File: src/source/csi_rx_params.svh
`ifndef CSI_RX_PARAMS_SVH
`define CSI_RX_PARAMS_SVH

// RAW12 data identifier, low 6 bits of header byte 0
`define CSI_DT_RAW12 6'h2C

// payload words buffered between handler and unpacker
`define PAYLOAD_FIFO_DEPTH 8

// bytes, largest long packet accepted
`define CSI_MAX_WORD_COUNT 16'd4092

`endif
File: src/source/csi_rx_pkg.sv
package csi_rx_pkg;

   // one header word, seen as fields or as bytes
   typedef union packed {
      struct packed {
         logic [7:0]  check;         // byte 3, xor of bytes 0..2
         logic [15:0] word_count;    // bytes 1 and 2, low byte first
         logic [1:0]  vc;            // top of data identifier
         logic [5:0]  data_type;     // bottom of data identifier
      } field;
      logic [3:0][7:0] bytes;        // bytes[0] is the data identifier
   } csi_header_u;

   // four unpacked pixels, pixel 0 in the low bits
   typedef logic [3:0][11:0] lane_raw_data_t;

endpackage

File: src/source/csi_rx_payload.sv
`include "csi_rx_params.svh"

module csi_rx_payload (
   input  logic                       clock,
   input  logic                       reset,
   input  logic [31:0]                lane_data,
   input  logic                       lane_valid,
   output logic                       lane_ready,
   output csi_rx_pkg::lane_raw_data_t pixel_data,
   output logic                       pixel_last,
   output logic                       pixel_valid,
   input  logic                       pixel_ready,
   output logic                       packet_error
);

   logic [31:0] payload_word;   // handler to FIFO
   logic        payload_last;
   logic        payload_valid;
   logic        payload_ready;
   logic [31:0] fifo_word;      // FIFO to unpacker
   logic        fifo_last;
   logic        fifo_valid;
   logic        fifo_ready;

   csi_packet_handler csi_packet_handler_i (
      .clock         (clock),
      .reset         (reset),
      .lane_data     (lane_data),
      .lane_valid    (lane_valid),
      .lane_ready    (lane_ready),
      .payload_word  (payload_word),
      .payload_last  (payload_last),
      .payload_valid (payload_valid),
      .payload_ready (payload_ready),
      .packet_error  (packet_error)
   );

   payload_fifo #(
      .depth (`PAYLOAD_FIFO_DEPTH)
   ) payload_fifo_i (
      .clock     (clock),
      .reset     (reset),
      .in_word   (payload_word),
      .in_last   (payload_last),
      .in_valid  (payload_valid),
      .in_ready  (payload_ready),
      .out_word  (fifo_word),
      .out_last  (fifo_last),
      .out_valid (fifo_valid),
      .out_ready (fifo_ready)
   );

   csi_rx_12bit_unpack csi_rx_12bit_unpack_i (
      .clock      (clock),
      .reset      (reset),
      .data_in    (fifo_word),
      .data_last  (fifo_last),
      .din_valid  (fifo_valid),
      .din_ready  (fifo_ready),
      .data_out   (pixel_data),
      .dout_last  (pixel_last),
      .dout_valid (pixel_valid),
      .dout_ready (pixel_ready)
   );

endmodule

File: src/source/csi_rx_12bit_unpack.sv
module csi_rx_12bit_unpack (
   input  logic                       clock,
   input  logic                       reset,
   input  logic [31:0]                data_in,     // payload word from the FIFO
   input  logic                       data_last,   // final word of the packet
   input  logic                       din_valid,
   output logic                       din_ready,
   output csi_rx_pkg::lane_raw_data_t data_out,    // four unpacked pixels
   output logic                       dout_last,
   output logic                       dout_valid,
   input  logic                       dout_ready
);
   import csi_rx_pkg::*;

   logic [1:0]     phase;        // word position within three
   logic [31:0]    byte_hold;    // bytes waiting for the next word
   logic [47:0]    asm_group;    // assembled packed group
   logic           asm_last;
   logic           asm_valid;
   lane_raw_data_t unpacked;
   logic           st2_load;
   logic           st1_free;
   logic           din_fire;
   logic           completes;

   // RAW12 pixel pairs share their low nibbles in a third byte
   function automatic lane_raw_data_t raw12_unpack(input logic [47:0] group);
      logic [5:0][7:0] group_bytes;
      lane_raw_data_t  pixels;
      group_bytes = group;
      for (int k = 0; k < 2; k++) begin
         pixels[2*k]   = {group_bytes[3*k],   group_bytes[3*k+2][3:0]};
         pixels[2*k+1] = {group_bytes[3*k+1], group_bytes[3*k+2][7:4]};
      end
      return pixels;
   endfunction

   assign unpacked = raw12_unpack(asm_group);

   assign st2_load  = !dout_valid || dout_ready;
   assign st1_free  = !asm_valid || st2_load;
   assign din_ready = st1_free;                  // low once both stages are full
   assign din_fire  = din_valid && st1_free;
   assign completes = din_fire && (phase != 2'd0);

   always_ff @(posedge clock or posedge reset) begin
      if (reset) begin
         phase      <= 2'd0;
         asm_valid  <= 1'b0;
         dout_valid <= 1'b0;
      end else begin
         if (din_fire) begin
            if (data_last || (phase == 2'd2)) begin
               phase <= 2'd0;   // realign at each packet end
            end else begin
               phase <= phase + 2'd1;
            end
         end
         if (st1_free) begin
            asm_valid <= completes;
         end
         if (st2_load) begin
            dout_valid <= asm_valid;
         end
      end
   end

   always_ff @(posedge clock) begin
      if (din_fire) begin
         if (phase == 2'd0) begin
            byte_hold <= data_in;
         end else if (phase == 2'd1) begin
            byte_hold <= {16'h0000, data_in[31:16]};   // upper half starts group B
         end
      end
      if (completes) begin
         if (phase == 2'd1) begin
            asm_group <= {data_in[15:0], byte_hold};          // group A
         end else begin
            asm_group <= {data_in, byte_hold[15:0]};          // group B
         end
         asm_last <= data_last;
      end
      if (st2_load && asm_valid) begin
         data_out  <= unpacked;
         dout_last <= asm_last;
      end
   end

   phase_range_a : assert property (@(posedge clock) disable iff (reset)
      phase != 2'd3)
      else $error("word phase reached 3");

endmodule

File: src/source/csi_packet_handler.sv
`include "csi_rx_params.svh"

module csi_packet_handler (
   input  logic        clock,
   input  logic        reset,
   input  logic [31:0] lane_data,
   input  logic        lane_valid,
   output logic        lane_ready,
   output logic [31:0] payload_word,
   output logic        payload_last,
   output logic        payload_valid,
   input  logic        payload_ready,
   output logic        packet_error
);
   import csi_rx_pkg::*;

   localparam logic [1:0] ST_HEADER  = 2'd0;
   localparam logic [1:0] ST_PAYLOAD = 2'd1;
   localparam logic [1:0] ST_DISCARD = 2'd2;

   logic [1:0]  state;
   logic [13:0] words_left;      // payload words still to come
   csi_header_u header;
   logic        check_ok;
   logic        type_ok;
   logic        count_ok;
   logic        header_ok;
   logic [13:0] header_words;
   logic        lane_fire;
   logic        last_word;

   assign header = lane_data;

   assign check_ok = (header.bytes[0] ^ header.bytes[1] ^ header.bytes[2]) == header.bytes[3];
   assign type_ok  = header.field.data_type == `CSI_DT_RAW12;

   // whole pixel-group pairs only, 12 bytes each
   assign count_ok = (header.field.word_count != 16'd0) &&
                     (header.field.word_count <= `CSI_MAX_WORD_COUNT) &&
                     ((header.field.word_count % 16'd12) == 16'd0);

   assign header_ok    = check_ok && type_ok && count_ok;
   assign header_words = header.field.word_count[15:2];

   // only the payload state waits on the output register
   assign lane_ready = (state != ST_PAYLOAD) || !payload_valid || payload_ready;
   assign lane_fire  = lane_valid && lane_ready;
   assign last_word  = words_left == 14'd1;

   always_ff @(posedge clock or posedge reset) begin
      if (reset) begin
         state         <= ST_HEADER;
         words_left    <= '0;
         payload_valid <= 1'b0;
         packet_error  <= 1'b0;
      end else begin
         packet_error <= 1'b0;
         if (payload_valid && payload_ready) begin
            payload_valid <= 1'b0;   // drained, may be refilled below
         end
         if (lane_fire) begin
            case (state)
               ST_HEADER: begin
                  words_left <= header_words;
                  if (header_ok) begin
                     state <= ST_PAYLOAD;
                  end else begin
                     packet_error <= 1'b1;
                     if (header_words != 14'd0) begin
                        state <= ST_DISCARD;   // skip the bad payload
                     end
                  end
               end
               ST_PAYLOAD: begin
                  payload_valid <= 1'b1;
                  words_left    <= words_left - 14'd1;
                  if (last_word) begin
                     state <= ST_HEADER;
                  end
               end
               ST_DISCARD: begin
                  words_left <= words_left - 14'd1;
                  if (last_word) begin
                     state <= ST_HEADER;
                  end
               end
               default: begin
                  state <= ST_HEADER;
               end
            endcase
         end
      end
   end

   always_ff @(posedge clock) begin
      if (lane_fire && (state == ST_PAYLOAD)) begin
         payload_word <= lane_data;
         payload_last <= last_word;   // flags the final payload word
      end
   end

   // output register must hold while the FIFO is full
   payload_hold_a : assert property (@(posedge clock) disable iff (reset)
      payload_valid && !payload_ready |=>
         payload_valid && $stable(payload_word) && $stable(payload_last))
      else $error("payload output changed while stalled");

endmodule

File: src/source/payload_fifo.sv
`include "csi_rx_params.svh"

module payload_fifo #(
   parameter int depth = `PAYLOAD_FIFO_DEPTH
) (
   input  logic        clock,
   input  logic        reset,
   input  logic [31:0] in_word,
   input  logic        in_last,
   input  logic        in_valid,
   output logic        in_ready,
   output logic [31:0] out_word,
   output logic        out_last,
   output logic        out_valid,
   input  logic        out_ready
);

   localparam int ptr_bits   = (depth > 1) ? $clog2(depth) : 1;
   localparam int count_bits = $clog2(depth + 1);

   logic [31:0]           mem_word [depth];
   logic                  mem_last [depth];
   logic [ptr_bits-1:0]   wr_ptr;
   logic [ptr_bits-1:0]   rd_ptr;
   logic [count_bits-1:0] count;    // words stored
   logic                  wr_en;
   logic                  rd_en;

   // wraps at depth even when not a power of two
   function automatic logic [ptr_bits-1:0] next_ptr(input logic [ptr_bits-1:0] ptr);
      logic [ptr_bits-1:0] result;
      if (ptr == ptr_bits'(depth - 1)) begin
         result = '0;
      end else begin
         result = ptr + 1'b1;
      end
      return result;
   endfunction

   assign in_ready  = count != count_bits'(depth);
   assign out_valid = count != '0;
   assign wr_en     = in_valid && in_ready;
   assign rd_en     = out_valid && out_ready;
   assign out_word  = mem_word[rd_ptr];   // head word read without a register
   assign out_last  = mem_last[rd_ptr];

   always_ff @(posedge clock or posedge reset) begin
      if (reset) begin
         wr_ptr <= '0;
         rd_ptr <= '0;
         count  <= '0;
      end else begin
         if (wr_en) begin
            wr_ptr <= next_ptr(wr_ptr);
         end
         if (rd_en) begin
            rd_ptr <= next_ptr(rd_ptr);
         end
         case ({wr_en, rd_en})
            2'b10:   count <= count + 1'b1;
            2'b01:   count <= count - 1'b1;
            default: count <= count;   // idle or pass-through
         endcase
      end
   end

   always_ff @(posedge clock) begin
      if (wr_en) begin
         mem_word[wr_ptr] <= in_word;
         mem_last[wr_ptr] <= in_last;
      end
   end

   // a write when full or a read when empty pushes count above depth
   count_range_a : assert property (@(posedge clock) disable iff (reset)
      count <= count_bits'(depth))
      else $error("FIFO written when full or read when empty");

   // full and empty both leave the pointers on the same slot
   ptr_match_a : assert property (@(posedge clock) disable iff (reset)
      (count == '0) || (count == count_bits'(depth)) |-> wr_ptr == rd_ptr)
      else $error("FIFO pointers disagree with the word count");

endmodule

File: config.mk
export PLATFORM = sky130hd
export DESIGN_NAME = csi_rx_payload
export DESIGN_NICKNAME = d
export VERILOG_FILES = /design/src/source/csi_rx_pkg.sv /design/src/source/csi_rx_payload.sv /design/src/source/csi_rx_12bit_unpack.sv /design/src/source/csi_packet_handler.sv /design/src/source/payload_fifo.sv
export VERILOG_INCLUDE_DIRS = /design/src /design/src/source
export SDC_FILE = /design/constraint.sdc
export NUM_CORES = 1
export LEC_CHECK = 0
export BUFFER_PORTS_ARGS = -buffer_cell sky130_fd_sc_hd__buf_2
export CAP_MARGIN = 40
export CORE_UTILIZATION = 50
export DETAILED_ROUTE_END_ITERATION = 12
export GPL_TIMING_DRIVEN = 0
export MAX_ROUTING_LAYER = met4
export PLACE_DENSITY = 0.8
export SKIP_CTS_REPAIR_TIMING = 1
export SLEW_MARGIN = 20
export SYNTH_ARGS = -nofsm -noshare
export SYNTH_HDL_FRONTEND = slang
export SYNTH_SLANG_ARGS = --single-unit
File: constraint.sdc
create_clock -name clock -period 4.6 [get_ports clock]
set_input_delay 0.23 -clock clock [delete_from_list [all_inputs] [get_ports clock]]
set_output_delay 0.23 -clock clock [all_outputs]
set_load 0.01 [all_outputs]
# After elaboration in Yosys (flattened, before gate mapping)
# Memories as Yosys holds them, arrays and structs flattened.
# Index checks and enable logic that the tools add are counted.
# classes
addsub	6
n_mul	0
div_mod_pow	1
n_lt_le_gt_ge	1
n_eq_ne	15
shifts	0
muxes	20
bitwise_logic	2
n_reduce_logical	32
# ops
cell	n
32-bit 2-to-1 mux	2
48-bit 2-to-1 mux	1
14-bit case mux with 2 select lines	1
16-bit by 12-bit <= comparator with 1-bit output (second input constant)	1
16-bit logical NOT	1
16-bit by 4-bit remainder unit with 16-bit output (second input constant)	1
16-bit nonzero test	1
8-bit XOR	2
14-bit by 1-bit equality test with 1-bit output (second input constant)	1
14-bit nonzero test	1
14-bit by 1-bit subtractor with 14-bit output (second input constant)	1
1-bit logical AND	10
8-bit equality test	1
1-bit 2-to-1 mux	8
2-bit 2-to-1 mux	4
4-bit case mux with 2 select lines	1
2-bit nonzero test	4
3-bit by 1-bit adder with 3-bit output (second input constant)	2
2-bit by 1-bit equality test with 1-bit output (second input constant)	3
2-bit equality test (second input constant)	3
3-bit equality test (second input constant)	2
6-bit equality test (second input constant)	1
3-bit 2-to-1 mux	2
1-bit logical OR	5
13 further kinds	18
# word_totals
register_bits	195
latchBits	0
ram_bits	264
mem_bits_ro	0
inputBits	36
mem_count	2
# mem_list
name	depth	width	rd	rd_clocked_by_memory_dff	write_ports	line_no	rtl
payload_fifo_i.mem_word	8	32	1	0	1	payload_fifo.sv:21	logic [31:0] mem_word [depth];
payload_fifo_i.mem_last	8	1	1	0	1	payload_fifo.sv:22	logic mem_last [depth];

# Depth between registers and ports, before layout
# depth
word_depth	8
ltp_mapped	13
ltp_nobuf	11

# Cells and area by module
# Synthesis repeated with hierarchy kept, for this count alone.
# hier_totals
hier_cells	983
area_unflattened_um2	18795.5
# by_module_without_submodules
mod	instances	cells_per_inst	area_per_inst_um2	seq_area_each_um2
payload_fifo	1	451	10684.0	8177.8
csi_rx_12bit_unpack	1	228	5026.1	4003.8
csi_packet_handler	1	304	3085.5	1441.4

# Least setup slack after synthesis
# Ideal clock, no wire load.
# synth_timing
kind	flip-flop to flip-flop
start	register payload_fifo_i.count[0]
end	memory payload_fifo_i.mem_last[0] (enable)
setup_ns	0.506
t_arrival_ns	3.913
required_time_ns	4.094
setup_slack_ns	0.181
stages_incl_launch_ff	5
synth_period_minus_slack_ns	4.419
cell_sequence	dfrtp_1 > nor3_1 > nand2_1 > nand2_1 > nor4_1
# synth_via
elab_chain_cells	4
# synth_lines
item	line_no	rtl
start, declared	payload_fifo.sv:25	logic [count_bits-1:0] count;
start signal, assigned	payload_fifo.sv:60	2'b10: count <= count + 1'b1;
start signal, assigned	payload_fifo.sv:61	2'b01: count <= count - 1'b1;
start signal, assigned	payload_fifo.sv:62	default: count <= count;
4-bit != test	payload_fifo.sv:40	assign in_ready = count != count_bits'(depth);
1-bit logical AND	payload_fifo.sv:42	assign wr_en = in_valid && in_ready;
1-bit 2-to-1 mux	payload_fifo.sv:68	if (wr_en) begin
1-bit 2-to-1 mux (implied by the code)	payload_fifo.sv:70	mem_last[wr_ptr] <= in_last;
end, declared	payload_fifo.sv:22	
# Every way passes these cells.

# Final worst setup path
# layout_timing
start	register payload_fifo_i.rd_ptr[0]
end	register csi_rx_12bit_unpack_i.asm_group[33] (data pin)
# layout_via
elab_chain_cells	2
# layout_lines
item	line_no	rtl
start, declared	payload_fifo.sv:24	logic [ptr_bits-1:0] rd_ptr;
start signal, assigned	payload_fifo.sv:57	rd_ptr <= next_ptr(rd_ptr);
memory 8 x 32 bit	n/a	
48-bit 2-to-1 mux	csi_rx_12bit_unpack.sv:77	if (phase == 2'd1) begin
end signal, assigned	csi_rx_12bit_unpack.sv:78	asm_group <= {data_in[15:0], byte_hold};
end signal, assigned	csi_rx_12bit_unpack.sv:80	asm_group <= {data_in, byte_hold[15:0]};
end, declared	csi_rx_12bit_unpack.sv:17	logic [47:0] asm_group;
# Every way passes these cells.
# A chain may end at the register's enable or synchronous reset.

==> flow_summary.json <==
{
  "status": "finished with violations",
  "violations": "negative hold slack",
  "drv_cap": 0,
  "setup_slack_ns": 1.32,
  "clk_pin_slew_ns": 0.06,
  "nNetsFinal": 1313,
  "die_y_um": 194,
  "grt_overflow": 0,
  "ys.flop_type": "edfxtp_1",
  "fmax_mhz": 305,
  "hold_viol_final": 1,
  "numClockSinks": 459,
  "p_clk_share_pct": 28.2,
  "hp-class": "in2reg",
  "ys_seq_area_share_pct": 73.9,
  "yosysTopAreaCellShare_pct": 69.5,
  "routed_wl_mm": 39.7,
  "synth_edf_count": 427,
  "antennaDiodeCount": 0,
  "die_x_um": 194,
  "coreArea_sq_um": 35900,
  "p_switching_mw": 3.68,
  "synth_warnings": 0,
  "htree_levels": 2,
  "area_delta_synth_final_pct": 17.9,
  "vias": 10200,
  "worst-r2r-setup-slack_ns": 1.32,
  "required_ns": 4.87,
  "tightest_slew_ns": 0.832,
  "dieArea_sq_um": 37700,
  "final_layout_size_suffix_gt1_share_pct": 24.5,
  "internal-power_mw": 8.80,
  "post-route-period-util_pct": 71.4,
  "syn-num-nets": 1104,
  "path_cells": "clkbuf_1 > buf_1 > buf_6 > buf_1 > buf_6 > mux4_2 > mux2i_1 > a21oi_1",
  "irDropWorstVdd_mv": 0.347,
  "slew_viol_final": 0,
  "grt_pass1_wl_mm": 60.4,
  "tns_ns": 0,
  "ys_async_sr_fraction_pct": 6.97,
  "io_buffers": 87,
  "p_leak_nw": 7.50,
  "syn_area_sq_um": 18400,
  "synth_cells": 1052,
  "clockBufferDepth": 3,
  "synth_top_area_cell": "edfxtp_1",
  "max_stage_delay_ns": 0.53,
  "crit_path_start_kind": "flip-flop",
  "relSlewSlack_pct": 44.2,
  "skew_ns": 0.0208,
  "swShare_pct": 29.5,
  "via_per_inst": 5.83,
  "place_hpwl_mm": 26.9,
  "endpoint_kind": "flip-flop",
  "cts_made_buffers": 46,
  "antenna_left": 0,
  "first_pass_iters": 5,
  "avgSynthCellArea_sq_um": 17.5,
  "dpl_worst_slack_ns": 1.10,
  "critPathSlowestCell": "mux4_2",
  "worstSetupPathType": "reg2reg",
  "cts_root_buffer": "clkbuf_16",
  "antenna_found_initial": 0,
  "powerDensity_nw_per_um2": 574,
  "drtIter0Drc": 917,
  "track_usage_pct": 22.0,
  "comb_power_share_pct": 26.6,
  "power_frac_seq_pct": 45.1,
  "rsz0062_at_grt": "no",
  "start_util_pct": 51.4,
  "grt_pass1_vias": 10200,
  "synth.area.top_cells": "edfxtp_1 (70%), mux4_2 (8.1%), dfrtp_1 (4.3%)",
  "drc": 0,
  "clock_latency_ns": 0.57,
  "worstPathArrival_ns": 3.55,
  "synth_seq_cells": 459,
  "cts_tree": "done",
  "hold_slack_ns": -0.00567,
  "place.gp.congestion": 0.917,
  "setup_violations": 0,
  "ys_types": 71,
  "finalCriticalPeriod_ns": 3.28,
  "row_count": 69,
  "grt_start_max_net_pins": 33,
  "wire_per_inst_um": 22.6,
  "cp_max_fo": 6,
  "ios": 88
}
cell type report:
cell class | count | area (sq um)
Buffer | 54 | 248
Timing Repair Buffer | 161 | 1230
Inverter | 35 | 131
Multi-Input combinational cell | 504 | 4520
Tap cell | 461 | 577
Sequential cell | 459 | 13600
Clock inverter | 26 | 229
Clock buffer | 57 | 1190
Fill cell | 2489 | 14200
metrics by stage:
stage / hold slack (ns) / total power [mW] / util (%) / cells / cell area, sq um
finish: -0.00567 / 12.5 / 60.6 / 1757 / 21800
global route: 0.0177 / 13.0 / 60.6 / 1757 / 21800
CTS: -0.198 / 12.5 / 59.5 / 1720 / 21400
detailed placement: 0.397 / 8.95 / 55.6 / 1637 / 20000
global placement: 0.403 / 8.69 / 54.2 / 1600 / 19500
floorplan: 0.329 / 7.83 / - / 1052 / 18400
synthesized netlist by cell type, types with 7 or more instances:
library cell / instances
a21oi_1: 60
and2_1: 20
buf_1: 12
clkbuf_1: 33
dfrtp_1: 32
edfxtp_1: 427
ha_1: 15
inv_1: 35
mux2_2: 19
mux2i_1: 34
mux4_2: 66
nand2_1: 44
nand2b_1: 9
nand3_1: 7
nand3b_1: 7
nor2_1: 61
nor3_1: 13
nor4_1: 9
o21ai_0: 18
o22ai_1: 8
xnor2_1: 21
xor2_1: 12
logic make-up after synthesis:
kind of cell / share of synthesized area [%]
and+or+nand+nor: 5.62
buffers and inverters: 2.06
AOI/OAI and AO/OA: 4.63
adders and majority gates: 1.13
DFF: 73.9
muxes: 11.1
xor gates and xnor gates: 1.57
cell usage in the layout, fill, tap and decap left out, drive strengths merged, types with 3 or more instances in the layout:
master,Yosys,final
nand3b,7,7
a21oi,61,61
o32ai,4,4
buf,21,149
mux2,19,19
a21o,5,5
o211ai,5,5
nor3,13,13
nand3,7,7
o22ai,9,9
a31oi,3,3
or2,3,3
nor4,9,9
mux4,66,66
clkinv,0,20
nand4,5,5
nand2,44,44
xor2,12,12
or3,5,5
dfrtp,32,32
nor2,62,62
ha,15,15
nand2b,9,9
and2,21,21
or3b,3,3
edfxtp,427,427
clkbuf,33,90
xnor2,21,21
mux2i,35,35
o21ai,20,20
inv,35,38
nor3b,5,5
dlygate4sd3,0,33
power groups by stage:
stage	Sequential (mW)	Clock (mW)	Combinational, mW
after floorplan	5.70	0	2.14
after global placement	5.70	0	2.99
after detailed placement	5.72	0	3.23
after CTS	5.64	3.56	3.28
after global routing	5.69	3.72	3.61
final	5.63	3.52	3.33
final timing paths:
check | start | endpoint | depth (start not counted)
worst max register to register | payload_fifo_i.rd_ptr[0]$_DFFE_PP0P_ | csi_rx_12bit_unpack_i.asm_group[33]$_DFFE_PP_ | 8
worst min-delay path | pixel_ready | csi_rx_12bit_unpack_i.dout_valid$_DFFE_PP0P_ | 3
min in group asynchronous | reset | csi_packet_handler_i.words_left[0]$_DFFE_PP0P_ | 3
max in group asynchronous | reset | payload_fifo_i.wr_ptr[0]$_DFFE_PP0P_ | 3
worst max-delay path | payload_fifo_i.rd_ptr[0]$_DFFE_PP0P_ | csi_rx_12bit_unpack_i.asm_group[33]$_DFFE_PP_ | 8
worst min register to register | csi_rx_12bit_unpack_i.asm_group[38]$_DFFE_PP_ | csi_rx_12bit_unpack_i.data_out[46]$_DFFE_PP_ | 0
critical path, delay by kind of cell (launching register included):
kind                   cells  cell delay, ns
flip-flops                 1            0.36
multiplexers               2            0.86
AO/OA/AOI/OAI              1            0.16
buffers and inverters      5            1.59
flip-flops by register name (all words and copies together) (netlist names), 4 cells and up:
name and count:
payload_fifo_i.mem_word 256, csi_packet_handler_i.words_left 14, csi_rx_12bit_unpack_i.byte_hold 32, payload_fifo_i.count 4
payload_fifo_i.mem_last 8, csi_packet_handler_i.payload_word 32, csi_rx_12bit_unpack_i.asm_group 48, csi_rx_12bit_unpack_i.data_out 48
per-layer routing:
| metal | part of all wire, % | GRT usage, % |
|---|---|---|
| met1 | 39 | 27.4 |
| met2 | 50 | 35.9 |
| met3 | 7.3 | 4.38 |
| met4 | 3.5 | 8.32 |
| met5 | 0 | - |
No activity file was read; power rests on OpenSTA's default activity.
